File: config.mk
export PLATFORM = sky130hd
export DESIGN_NAME = ooo_alu_core
export DESIGN_NICKNAME = d
export VERILOG_FILES = /design/src/hdl/rs_pkg.sv /design/src/hdl/ooo_alu_core.sv /design/src/hdl/alu_issue_ctrl.sv /design/src/hdl/rs_alu.sv /design/src/hdl/alu_unit.sv /design/src/hdl/exec_timer.sv
export SDC_FILE = /design/constraint.sdc
export NUM_CORES = 2
export LEC_CHECK = 0
export ABC_CLOCK_PERIOD_IN_PS = 13280
export BUFFER_PORTS_ARGS = -buffer_cell sky130_fd_sc_hd__buf_2
export CAP_MARGIN = 10
export CORE_UTILIZATION = 60
export DETAILED_ROUTE_END_ITERATION = 16
export PLACE_DENSITY = 0.83
export SYNTH_ARGS = -nofsm -noshare
export SYNTH_HDL_FRONTEND = slang
export SYNTH_SLANG_ARGS = --single-unit
File: constraint.sdc
create_clock -name clk -period 13.28 [get_ports clk]
set_clock_uncertainty 0.1 [all_clocks]
set_input_delay 0.664 -clock clk [delete_from_list [all_inputs] [get_ports clk]]
set_output_delay 0.664 -clock clk [all_outputs]
set_load 0.02 [all_outputs]
File: src/hdl/rs_pkg.sv
package rs_pkg;

    localparam int WORD_W = 32;
    localparam int TAG_W = 4;
    localparam int RS_DEPTH = 2;

    localparam logic [TAG_W-1:0] TAG_UNLOCKED = '0; // operand value is present.

    // multiply latency from issue to result ready.
    localparam int MUL_CYCLES = 4;
    localparam int TIMER_W = $clog2(MUL_CYCLES);
    localparam logic [TIMER_W-1:0] MUL_LOAD = TIMER_W'(MUL_CYCLES - 1);

    typedef enum logic [2:0] {
        op_add,
        op_sub,
        op_and,
        op_or,
        op_xor,
        op_sll, // shift amount is y[4:0].
        op_srl,
        op_mul
    } alu_op_t;

    typedef enum logic [1:0] {
        st_idle,
        st_exec,
        st_bcast
    } issue_state_t;

    typedef struct packed {
        alu_op_t           op;
        logic [TAG_W-1:0]  tag_x;
        logic [TAG_W-1:0]  tag_y;
        logic [TAG_W-1:0]  tag_w;
        logic [WORD_W-1:0] data_x;
        logic [WORD_W-1:0] data_y;
    } dispatch_t;

    typedef struct packed {
        logic              busy;
        alu_op_t           op;
        logic [TAG_W-1:0]  tag_x;
        logic [TAG_W-1:0]  tag_y;
        logic [TAG_W-1:0]  tag_w;
        logic [WORD_W-1:0] data_x;
        logic [WORD_W-1:0] data_y;
    } rs_entry_t;

    typedef struct packed {
        logic              valid;
        logic [TAG_W-1:0]  tag;
        logic [WORD_W-1:0] data;
    } cdb_t;

endpackage
File: src/hdl/ooo_alu_core.sv
`timescale 1ns/1ns

module ooo_alu_core (
    input  logic              clk,
    input  logic              rst,
    input  logic              dispatch_en,
    input  rs_pkg::dispatch_t dispatch,
    input  rs_pkg::cdb_t      ls_cdb,
    output logic              rs_full,
    output rs_pkg::cdb_t      cdb
);

    logic                      issue_valid;
    rs_pkg::rs_entry_t         issue_entry;
    logic                      issue_take;
    logic                      exec_load;
    logic                      timer_start;
    logic                      timer_done;
    logic [rs_pkg::WORD_W-1:0] alu_result;

    rs_alu rs_alu_i (
        .clk         (clk),
        .rst         (rst),
        .dispatch_en (dispatch_en),
        .dispatch    (dispatch),
        .cdb         (cdb), // the station snoops its own merged bus.
        .issue_take  (issue_take),
        .rs_full     (rs_full),
        .issue_valid (issue_valid),
        .issue_idx   (), // used inside the station to free the taken entry.
        .issue_entry (issue_entry)
    );

    alu_issue_ctrl alu_issue_ctrl_i (
        .clk         (clk),
        .rst         (rst),
        .issue_valid (issue_valid),
        .issue_entry (issue_entry),
        .alu_result  (alu_result),
        .timer_done  (timer_done),
        .ls_cdb      (ls_cdb),
        .issue_take  (issue_take),
        .exec_load   (exec_load),
        .timer_start (timer_start),
        .cdb         (cdb)
    );

    exec_timer exec_timer_i (
        .clk         (clk),
        .rst         (rst),
        .timer_start (timer_start),
        .timer_done  (timer_done)
    );

    alu_unit alu_unit_i (
        .clk         (clk),
        .rst         (rst),
        .exec_load   (exec_load),
        .issue_entry (issue_entry),
        .alu_result  (alu_result)
    );

endmodule

File: src/hdl/alu_issue_ctrl.sv
`timescale 1ns/1ns

module alu_issue_ctrl (
    input  logic                      clk,
    input  logic                      rst,
    input  logic                      issue_valid,
    input  rs_pkg::rs_entry_t         issue_entry,
    input  logic [rs_pkg::WORD_W-1:0] alu_result,
    input  logic                      timer_done,
    input  rs_pkg::cdb_t              ls_cdb,
    output logic                      issue_take,
    output logic                      exec_load,
    output logic                      timer_start,
    output rs_pkg::cdb_t              cdb
);

    rs_pkg::issue_state_t state;
    rs_pkg::issue_state_t state_next;

    logic [rs_pkg::TAG_W-1:0] tag_q; // destination of the operation in flight.
    logic                     mul_q;
    logic                     exec_done;
    logic                     alu_grant;

    assign issue_take = (state == rs_pkg::st_idle) && issue_valid;
    assign exec_load = issue_take;
    assign timer_start = issue_take && (issue_entry.op == rs_pkg::op_mul);

    assign exec_done = !mul_q || timer_done;
    assign alu_grant = (state == rs_pkg::st_bcast) && !ls_cdb.valid;

    always_comb begin
        state_next = state;
        case (state)
            rs_pkg::st_idle: begin
                if (issue_valid) begin
                    state_next = rs_pkg::st_exec;
                end
            end
            rs_pkg::st_exec: begin
                if (exec_done) begin
                    state_next = rs_pkg::st_bcast;
                end
            end
            rs_pkg::st_bcast: begin
                if (alu_grant) begin
                    state_next = rs_pkg::st_idle;
                end
            end
            default: begin
                state_next = rs_pkg::st_idle;
            end
        endcase
    end

    always_ff @(posedge clk) begin
        if (rst) begin
            state <= rs_pkg::st_idle;
            mul_q <= 1'b0;
        end else begin
            state <= state_next;
            if (issue_take) begin
                mul_q <= (issue_entry.op == rs_pkg::op_mul);
            end
        end
    end

    always_ff @(posedge clk) begin
        if (issue_take) begin
            tag_q <= issue_entry.tag_w;
        end
    end

    // load/store always wins the bus; the ALU result waits in st_bcast.
    always_comb begin
        if (ls_cdb.valid) begin
            cdb = ls_cdb;
        end else begin
            cdb.valid = alu_grant;
            cdb.tag = tag_q;
            cdb.data = alu_result;
        end
    end

endmodule

File: src/hdl/rs_alu.sv
`timescale 1ns/1ns

module rs_alu (
    input  logic              clk,
    input  logic              rst,
    input  logic              dispatch_en,
    input  rs_pkg::dispatch_t dispatch,
    input  rs_pkg::cdb_t      cdb,
    input  logic              issue_take,
    output logic              rs_full,
    output logic              issue_valid,
    output logic              issue_idx,
    output rs_pkg::rs_entry_t issue_entry
);

    rs_pkg::rs_entry_t ent [rs_pkg::RS_DEPTH];

    logic [rs_pkg::RS_DEPTH-1:0] busy_vec;
    logic [rs_pkg::RS_DEPTH-1:0] ready_vec;
    logic                        free_idx;
    logic                        accept;

    // a locked tag matches a live broadcast carrying that tag.
    function automatic logic cdb_hit(
        input logic [rs_pkg::TAG_W-1:0] tag,
        input rs_pkg::cdb_t             bus
    );
        cdb_hit = bus.valid && (tag != rs_pkg::TAG_UNLOCKED) && (tag == bus.tag);
    endfunction

    always_comb begin
        for (int i = 0; i < rs_pkg::RS_DEPTH; i++) begin
            busy_vec[i] = ent[i].busy;
            ready_vec[i] = ent[i].busy &&
                           (ent[i].tag_x == rs_pkg::TAG_UNLOCKED) &&
                           (ent[i].tag_y == rs_pkg::TAG_UNLOCKED);
        end
    end

    // scan downward so the lowest index wins.
    always_comb begin
        free_idx = 1'b0;
        issue_idx = 1'b0;
        for (int i = rs_pkg::RS_DEPTH - 1; i >= 0; i--) begin
            if (!busy_vec[i]) begin
                free_idx = 1'(i);
            end
            if (ready_vec[i]) begin
                issue_idx = 1'(i);
            end
        end
    end

    assign rs_full = &busy_vec;
    assign issue_valid = |ready_vec;
    assign issue_entry = ent[issue_idx];
    assign accept = dispatch_en && !rs_full; // a strobe while full is dropped.

    always_ff @(posedge clk) begin
        if (rst) begin
            for (int i = 0; i < rs_pkg::RS_DEPTH; i++) begin
                ent[i].busy <= 1'b0;
                ent[i].tag_x <= rs_pkg::TAG_UNLOCKED;
                ent[i].tag_y <= rs_pkg::TAG_UNLOCKED;
                ent[i].tag_w <= rs_pkg::TAG_UNLOCKED;
            end
        end else begin
            for (int i = 0; i < rs_pkg::RS_DEPTH; i++) begin
                if (accept && (free_idx == 1'(i))) begin
                    ent[i].busy <= 1'b1;
                    ent[i].op <= dispatch.op;
                    ent[i].tag_w <= dispatch.tag_w;

                    // a producer broadcasting right now is taken directly.
                    if (cdb_hit(dispatch.tag_x, cdb)) begin
                        ent[i].tag_x <= rs_pkg::TAG_UNLOCKED;
                        ent[i].data_x <= cdb.data;
                    end else begin
                        ent[i].tag_x <= dispatch.tag_x;
                        ent[i].data_x <= dispatch.data_x;
                    end

                    if (cdb_hit(dispatch.tag_y, cdb)) begin
                        ent[i].tag_y <= rs_pkg::TAG_UNLOCKED;
                        ent[i].data_y <= cdb.data;
                    end else begin
                        ent[i].tag_y <= dispatch.tag_y;
                        ent[i].data_y <= dispatch.data_y;
                    end
                end else begin
                    if (issue_take && (issue_idx == 1'(i))) begin
                        ent[i].busy <= 1'b0; // entry now lives in the ALU.
                    end

                    if (ent[i].busy && cdb_hit(ent[i].tag_x, cdb)) begin
                        ent[i].tag_x <= rs_pkg::TAG_UNLOCKED;
                        ent[i].data_x <= cdb.data;
                    end

                    if (ent[i].busy && cdb_hit(ent[i].tag_y, cdb)) begin
                        ent[i].tag_y <= rs_pkg::TAG_UNLOCKED;
                        ent[i].data_y <= cdb.data;
                    end
                end
            end
        end
    end

endmodule

File: src/hdl/alu_unit.sv
`timescale 1ns/1ns

module alu_unit (
    input  logic                      clk,
    input  logic                      rst,
    input  logic                      exec_load,
    input  rs_pkg::rs_entry_t         issue_entry,
    output logic [rs_pkg::WORD_W-1:0] alu_result
);

    rs_pkg::alu_op_t           op_q;
    logic [rs_pkg::WORD_W-1:0] x_q;
    logic [rs_pkg::WORD_W-1:0] y_q;

    always_ff @(posedge clk) begin
        if (rst) begin
            op_q <= rs_pkg::op_add;
        end else if (exec_load) begin
            op_q <= issue_entry.op;
        end
    end

    // operands hold still for the whole multiply wait.
    always_ff @(posedge clk) begin
        if (exec_load) begin
            x_q <= issue_entry.data_x;
            y_q <= issue_entry.data_y;
        end
    end

    always_comb begin
        case (op_q)
            rs_pkg::op_add: alu_result = x_q + y_q;
            rs_pkg::op_sub: alu_result = x_q - y_q;
            rs_pkg::op_and: alu_result = x_q & y_q;
            rs_pkg::op_or:  alu_result = x_q | y_q;
            rs_pkg::op_xor: alu_result = x_q ^ y_q;
            rs_pkg::op_sll: alu_result = x_q << y_q[4:0];
            rs_pkg::op_srl: alu_result = x_q >> y_q[4:0];
            rs_pkg::op_mul: alu_result = x_q * y_q; // low word of the product.
            default:        alu_result = '0;
        endcase
    end

endmodule

File: src/hdl/exec_timer.sv
`timescale 1ns/1ns

module exec_timer (
    input  logic clk,
    input  logic rst,
    input  logic timer_start,
    output logic timer_done
);

    logic [rs_pkg::TIMER_W-1:0] count;
    logic                       active;

    always_ff @(posedge clk) begin
        if (rst) begin
            active <= 1'b0;
            count <= '0;
        end else if (timer_start) begin
            active <= 1'b1;
            count <= rs_pkg::MUL_LOAD; // done lands MUL_CYCLES after start.
        end else if (active) begin
            if (count == '0) begin
                active <= 1'b0;
            end else begin
                count <= count - 1'b1;
            end
        end
    end

    assign timer_done = active && (count == '0);

endmodule

=== Yosys cells after proc, flatten, opt, wreduce, memory -nomap -nowiden ===
Memories as Yosys holds them, arrays and structs flattened.
Cells that the tools add are included.

* Equality and inequality tests: 20
* Bitwise operators: 31
* Multipliers: 1
* Mux-type cells: 102
* Divide/modulo/power cells: 0
* Shift-type cells: 2
* Order comparisons: 0
* Add/subtract/negate cells: 3
* Reductions and logical operators: 51

{| class="wikitable"
|+ Operators with widths
! operator !! count
|-
| 32-bit 2-to-1 mux || 8
|-
| 32-bit case mux with 8 select lines || 1
|-
| 1-bit 2-to-1 mux || 71
|-
| 4-bit 2-to-1 mux || 14
|-
| 37-bit 2-to-1 mux || 1
|-
| 32-bit adder || 1
|-
| 32-bit bitwise AND || 1
|-
| 32-bit by 32-bit multiplier with 32-bit output || 1
|-
| 32-bit bitwise OR || 1
|-
| 32-bit by 5-bit left shift with 32-bit output || 1
|-
| 32-bit by 5-bit right shift with 32-bit output || 1
|-
| 32-bit subtractor || 1
|-
| 32-bit XOR || 1
|-
| 1-bit logical AND || 29
|-
| 1-bit bitwise OR || 26
|-
| 4-bit == test || 6
|-
| 4-bit nonzero test || 6
|-
| 4-bit zero test || 4
|-
| 3-bit == test (second input constant) || 5
|-
| 2-bit 2-to-1 mux || 6
|-
| 3-bit by 2-bit == test with 1-bit output (second input constant) || 2
|-
| 2-bit by 1-bit != test with 1-bit output (second input constant) || 3
|-
| 2-bit case mux with 3 select lines || 1
|-
| 2-bit zero test || 2
|-
| other kinds (13) || 17
|}

* Memories: 1
* Bits in latches: 0
* Output and inout port bits: 38
* Register bits: 77
* Bits in writable memories: 160
* Memory bits (read-only): 0

{| class="wikitable"
|+ Memory list
! name !! depth !! bits a word !! rd ports !! clocked after Yosys merged registers in !! wr ports !! line !! text
|-
| rs_alu_i.ent || 2 || 80 || 3 || 0 || 2 || rs_alu.sv:16 || <nowiki>rs_pkg::rs_entry_t ent [rs_pkg::RS_DEPTH];</nowiki>
|}

=== Longest topological paths before layout ===
An unclocked memory read counts as a cell.

* Depth after elaboration: 13
* Gate-level depth with buffers: 30
* Depth with buffers taken out: 26

=== Modules after synthesis ===
From an unflattened synthesis, not the netlist that was laid out.

* Cells, all modules: 3709
* Area total of the unflattened synthesis: 33607.2 um^2

{| class="wikitable"
|+ Modules (own cells, without submodules)
! module !! instances !! area an instance (um^2) !! seq. area each (um^2) !! cells an instance
|-
| alu_unit || 1 || 24342.1 || 1981.9 || 2894
|-
| rs_alu || 1 || 8401.8 || 4784.6 || 740
|-
| alu_issue_ctrl || 1 || 709.4 || 180.2 || 60
|-
| exec_timer || 1 || 153.9 || 60.1 || 15
|}

=== Worst setup path after synthesis ===
OpenSTA, ideal clock, no wires.

* Path kind: register -> output
* Start: register alu_unit_i.y_q[2] (netlist bit)
* End: output cdb[29] (netlist bit)
* Data arrival time: 8236 ps
* Slack: 4280 ps
* Cell stages (with the launch flop): 28
* Required time: 12516 ps
* Path buffers: 4
* Cell sequence: edfxtp_1 > clkbuf_1 > inv_2 > buf_1 > buf_1 > buf_1 > nor2_1 > fa_1 > inv_1 > fa_1 > fa_1 > fa_1 > inv_1 > fa_1 > inv_1 > fa_1 > inv_1 > fa_1 > fa_1 > ha_1 > a21oi_1 > o21ai_1 > a2111oi_0 > o21bai_1 > or4_1 > a31oi_1 > o22ai_1 > nor2_1

{| class="wikitable"
|+ RTL lines
! item !! line !! text
|-
| from (decl) || alu_unit.sv:13 || <nowiki>logic [rs_pkg::WORD_W-1:0] y_q;</nowiki>
|-
| from (signal assigned) || alu_unit.sv:27 || <nowiki>y_q <= issue_entry.data_y;</nowiki>
|-
| to (decl) || ooo_alu_core.sv:10 || <nowiki>output rs_pkg::cdb_t cdb</nowiki>
|}

==> results.yml <==
layout:
  num-fill-cells: 4506
  final_layout_size_suffix_gt1_share_pct: 11.1
  nNetsFinal: 4479
  area_delta_synth_final_pct: 6.75
  fin_cells: 4499
  utilization_pct: 64.8
detailed_routing:
  drt-met1-wl_um: 41500
  wl_met2_um: 51500
  vias: 29427
  finalWirelength_um: 119000
  dr.first_iter.drc_count: 3964
  ant_nets: 0
  top_layer: "met5"
  dr.pass1.iters: 8
  routedWlPerCell_um: 26.4
  vias_per_cell: 6.54
  met3WireLength_um: 18000
  remaining_drc_errors: 0
clock_tree:
  clockBufferDepth: 3
  post_cts_buffers: 0
  clk_latency_ns: 0.56
  cts_resized: 0
  cts_num_sinks: 237
  cts_tree: "done"
  ctsHoldBuffers: 0
  root_buffer: "clkbuf_16"
  htree_levels: 1
  cts_buffers: 23
  cts.clk_slew.worst_paths_ns: 0.07
critical_path:
  slowest_stage: "buf_4"
  crit_fanout: 57
  crit_buf_inv: 6
  ff2ff_setup_slack_ns: 3.71
  required_ns: 12.52
  r2r-start: "alu_unit_i.y_q[6]$_DFFE_PP_"
  arrival_ns: 9.69
  r2r_end: "rs_alu_i.ent[0][61]$_DFFE_PP_"
  crit_chain: "buf_4 -> inv_2 -> buf_4 -> nor2_1 -> fa_1 -> inv_1 -> fa_1 -> fa_1 -> fa_1 -> inv_1 -> fa_1 -> fa_1 -> fa_1 -> fa_1 -> ha_1 -> a21oi_1 -> o21ai_1 -> nand3_1 -> a31oi_1 -> a31oi_1 -> o211ai_1 -> mux2_1 -> a211oi_1 -> buf_2"
  worst_path_largest_cell_delay_ns: 0.71
  worstSetupPathType: "flop to output port"
  worstSetupEndpointType: "output port"
  reg2regPathDepth: 23
  start_kind: "flop"
  crit_top_cell: "fa_1"
  critical_path.top_delay_family: "adder cells"
hold_path:
  hold_depth: 1
  min_to: "rs_alu_i.ent[1][76]$_DFFE_PP_"
  min_path_type: "input port to flop"
  hold_start: "dispatch[76]"
yosys:
  synth_fa_ha_area_share_pct: 32.8
  ys_ff_latch: 237
  synth_area_leaders: "fa_1 24%, edfxtp_1 20%, ha_1 8.3%"
  synth_top_family_by_area: "adder cells"
  async_reset_ff_share_pct: 0
  synth_simple_gate_area_share_pct: 15.6
  ys.flop_type: "edfxtp_1"
  synth_top_area_share_pct: 24.5
  synth_edf_count: 226
  synthXorXnorAreaFrac_pct: 3.89
  synth_top_cell_by_area: "fa_1"
  ys_seq_area_share_pct: 21.0
  syn_inst: 3698
  ys_types: 90
  avgSynthCellArea_um2: 9.04
  synthMuxAreaShare_pct: 7.60
  synthesis.area_um2: 33400
  yosysWarningCount: 0
  synth-compound-area-share_pct: 11.0
  synth_nets: 4447
job:
  drv_cap: 0
global_route:
  first_global_vias: 29453
  grt_usage_pct: 42.5
  antenna_found_initial: 4
  grt_overflow: 0
  grt_first_pass_wirelength_um: 178000
  grt_max_degree: 95
pwr:
  p_comb_share_pct: 73.9
  p_leak_nw: 15.9
  power.switching_mw: 3.00
  internal_power_mw: 2.86
  irDropWorstVdd_mv: 0.264
  swShare_pct: 51.2
  pwr-share-seq_pct: 15.0
  p_per_area_nw_per_um2: 164
  pwr-share-clk_pct: 11.1
place:
  gp_congestion: 1.07
  hpwl_um: 86300
  dpl.cell_count: 4453
  io_buffers: 156
die:
  chipHeight_um: 238
  initial_core_util_pct: 60.7
  die_area_um2: 56600
  rows: 86
  io_pins: 157
  coreArea_um2: 55100
  dieWidth_um: 238
sta:
  hold_viol_final: 0
  fmax_ghz: 0.0956
  slew_headroom_pct: 9.45
  whs_ns: 0.210
  min_period_ns: 10.45
  finalSetupTns_ns: 0
  period_share_pct: 78.7
  setup_viol: 0
  finalMaxSlewViolations: 0
  rsz0062_at_grt: "false"
  tightest_slew_ns: 1.34
run_status:
  status: "finished clean"
-- cells in the mapped netlist (13+ instances only) --
cell,count
mux2_1,24
a21o_1,14
mux2_2,56
mux2i_1,28
o21ai_1,38
or3_1,13
ha_1,221
buf_1,39
inv_1,465
nor2_1,423
nand3_1,45
a31oi_1,18
xnor2_1,117
a22oi_1,22
mux4_2,59
buf_2,13
nand2_1,603
fa_1,409
nand2b_1,16
edfxtp_1,226
a21oi_1,124
o211ai_1,20
nor3_1,36
clkbuf_1,177
xor2_1,29
and2_1,38
o21ai_0,79
clkinv_1,14
a22o_1,45
a211oi_1,28
and3_1,19
a221oi_1,18
o22ai_1,17
-- flip-flops by register name, indices dropped and copies added, names as in the netlist --
name and cells:
alu_unit_i.op_q 3, alu_unit_i.x_q 32, exec_timer_i.active 1, exec_timer_i.count 2, alu_issue_ctrl_i.state 2, alu_unit_i.y_q 32, rs_alu_i.ent 160, alu_issue_ctrl_i.tag_q 4
alu_issue_ctrl_i.mul_q 1
-- worst max path at each step --
stage                                start       to  slack [ns]  cells after the start
2_1_floorplan  alu_unit_i.y_q[2]$_DFFE_PP_  cdb[29]        4.28                     27
3_5_place_dp   alu_unit_i.y_q[6]$_DFFE_PP_  cdb[31]        3.64                     24
6_report       alu_unit_i.y_q[2]$_DFFE_PP_  cdb[30]        2.83                     24
4_1_cts        alu_unit_i.y_q[2]$_DFFE_PP_  cdb[30]        3.05                     24
5_1_grt        alu_unit_i.y_q[4]$_DFFE_PP_  cdb[29]        2.46                     25
3_3_place_gp   alu_unit_i.y_q[6]$_DFFE_PP_  cdb[31]        3.78                     24
-- worst reg2reg max path: stages, from the launching register on --
cell       delay (ns)
edfxtp_1         0.62
inv_1            0.88
nor2_1           0.19
fa_1             0.58
fa_1             0.44
fa_1             0.52
inv_1            0.05
fa_1             0.47
inv_1            0.05
fa_1             0.49
inv_1            0.05
fa_1             0.54
inv_1            0.05
fa_1             0.40
fa_1             0.41
ha_1             0.42
a21oi_1          0.47
o21ai_1          0.18
a2111oi_0        0.58
o21bai_1         0.32
or4_1            0.58
a31oi_1          0.19
o22ai_1          0.23
o41ai_1          0.51
-- final cells by class --
| class | count | area, um^2 | area share [%] |
|---|---|---|---|
| repair buffers | 238 | 1420 | 3.98 |
| multi-input cells | 2743 | 23700 | 66.5 |
| diodes | 4 | 10.0 | 0.0281 |
| flip-flops and latches | 237 | 7010 | 19.6 |
| clock inverters | 15 | 131 | 0.368 |
| well taps | 748 | 936 | 2.62 |
| inverters | 487 | 1830 | 5.12 |
| clock buffers | 27 | 611 | 1.71 |
-- cells in the final DEF, fill, tap and decap left out, types with 14 or more instances in the layout --
cell type / synthesis / layout
nand2_1: 603 / 603
inv_1: 465 / 464
nor2_1: 423 / 422
fa_1: 409 / 409
edfxtp_1: 226 / 226
ha_1: 221 / 221
buf_2: 13 / 156
a21oi_1: 124 / 123
xnor2_1: 117 / 117
buf_4: 1 / 80
o21ai_0: 79 / 79
mux4_2: 59 / 59
mux2_2: 56 / 56
nand3_1: 45 / 45
a22o_1: 45 / 45
o21ai_1: 38 / 38
and2_1: 38 / 38
nor3_1: 36 / 35
xor2_1: 29 / 29
mux2i_1: 28 / 28
a211oi_1: 28 / 28
mux2_1: 24 / 24
clkbuf_16: 0 / 23
a22oi_1: 22 / 22
o211ai_1: 20 / 20
and3_1: 19 / 19
a221oi_1: 18 / 18
clkinv_1: 14 / 17
a31oi_1: 18 / 17
o22ai_1: 17 / 17
nand2b_1: 16 / 16
a21o_1: 14 / 14
-- cell families after synthesis --
family                   Yosys count
AO/OA/AOI/OAI                    546
XOR/XNOR                         147
adder cells (fa/ha/maj)          630
buffers and inverters            718
flip-flops                       237
multiplexers                     169
AND/OR/NAND/NOR                 1251
-- power groups by stage --
| stage | registers [mW] | clock network (mW) | logic [mW] |
|---|---|---|---|
| after CTS | 0.876 | 0.656 | 4.11 |
| after floorplan | 0.887 | 0 | 2.91 |
| after detailed placement | 0.892 | 0 | 4.07 |
| after global routing | 0.879 | 0.679 | 4.68 |
| after global placement | 0.891 | 0 | 4.08 |
| final | 0.878 | 0.653 | 4.33 |
-- routing by layer --
| layer | up-vias | GRT usage (%) |
|---|---|---|
| li1 | 12356 | - |
| met1 | 14160 | 55.2 |
| met2 | 2361 | 63.7 |
| met3 | 548 | 12.9 |
| met4 | 2 | 23.6 |
| met5 | - | 0 |
-- per-stage QoR --
| step | cell area (um^2) | setup WS, ns | power, mW |
|---|---|---|---|
| 3_5_place_dp | 34900 | 3.64 | 4.96 |
| 5_1_grt | 35700 | 2.46 | 6.23 |
| 2_1_floorplan | 33400 | 4.28 | 3.80 |
| 4_1_cts | 35700 | 3.05 | 5.64 |
| 6_report | 35700 | 2.83 | 5.86 |
| 3_3_place_gp | 34900 | 3.78 | 4.97 |
(Power assumes the default switching activity.)
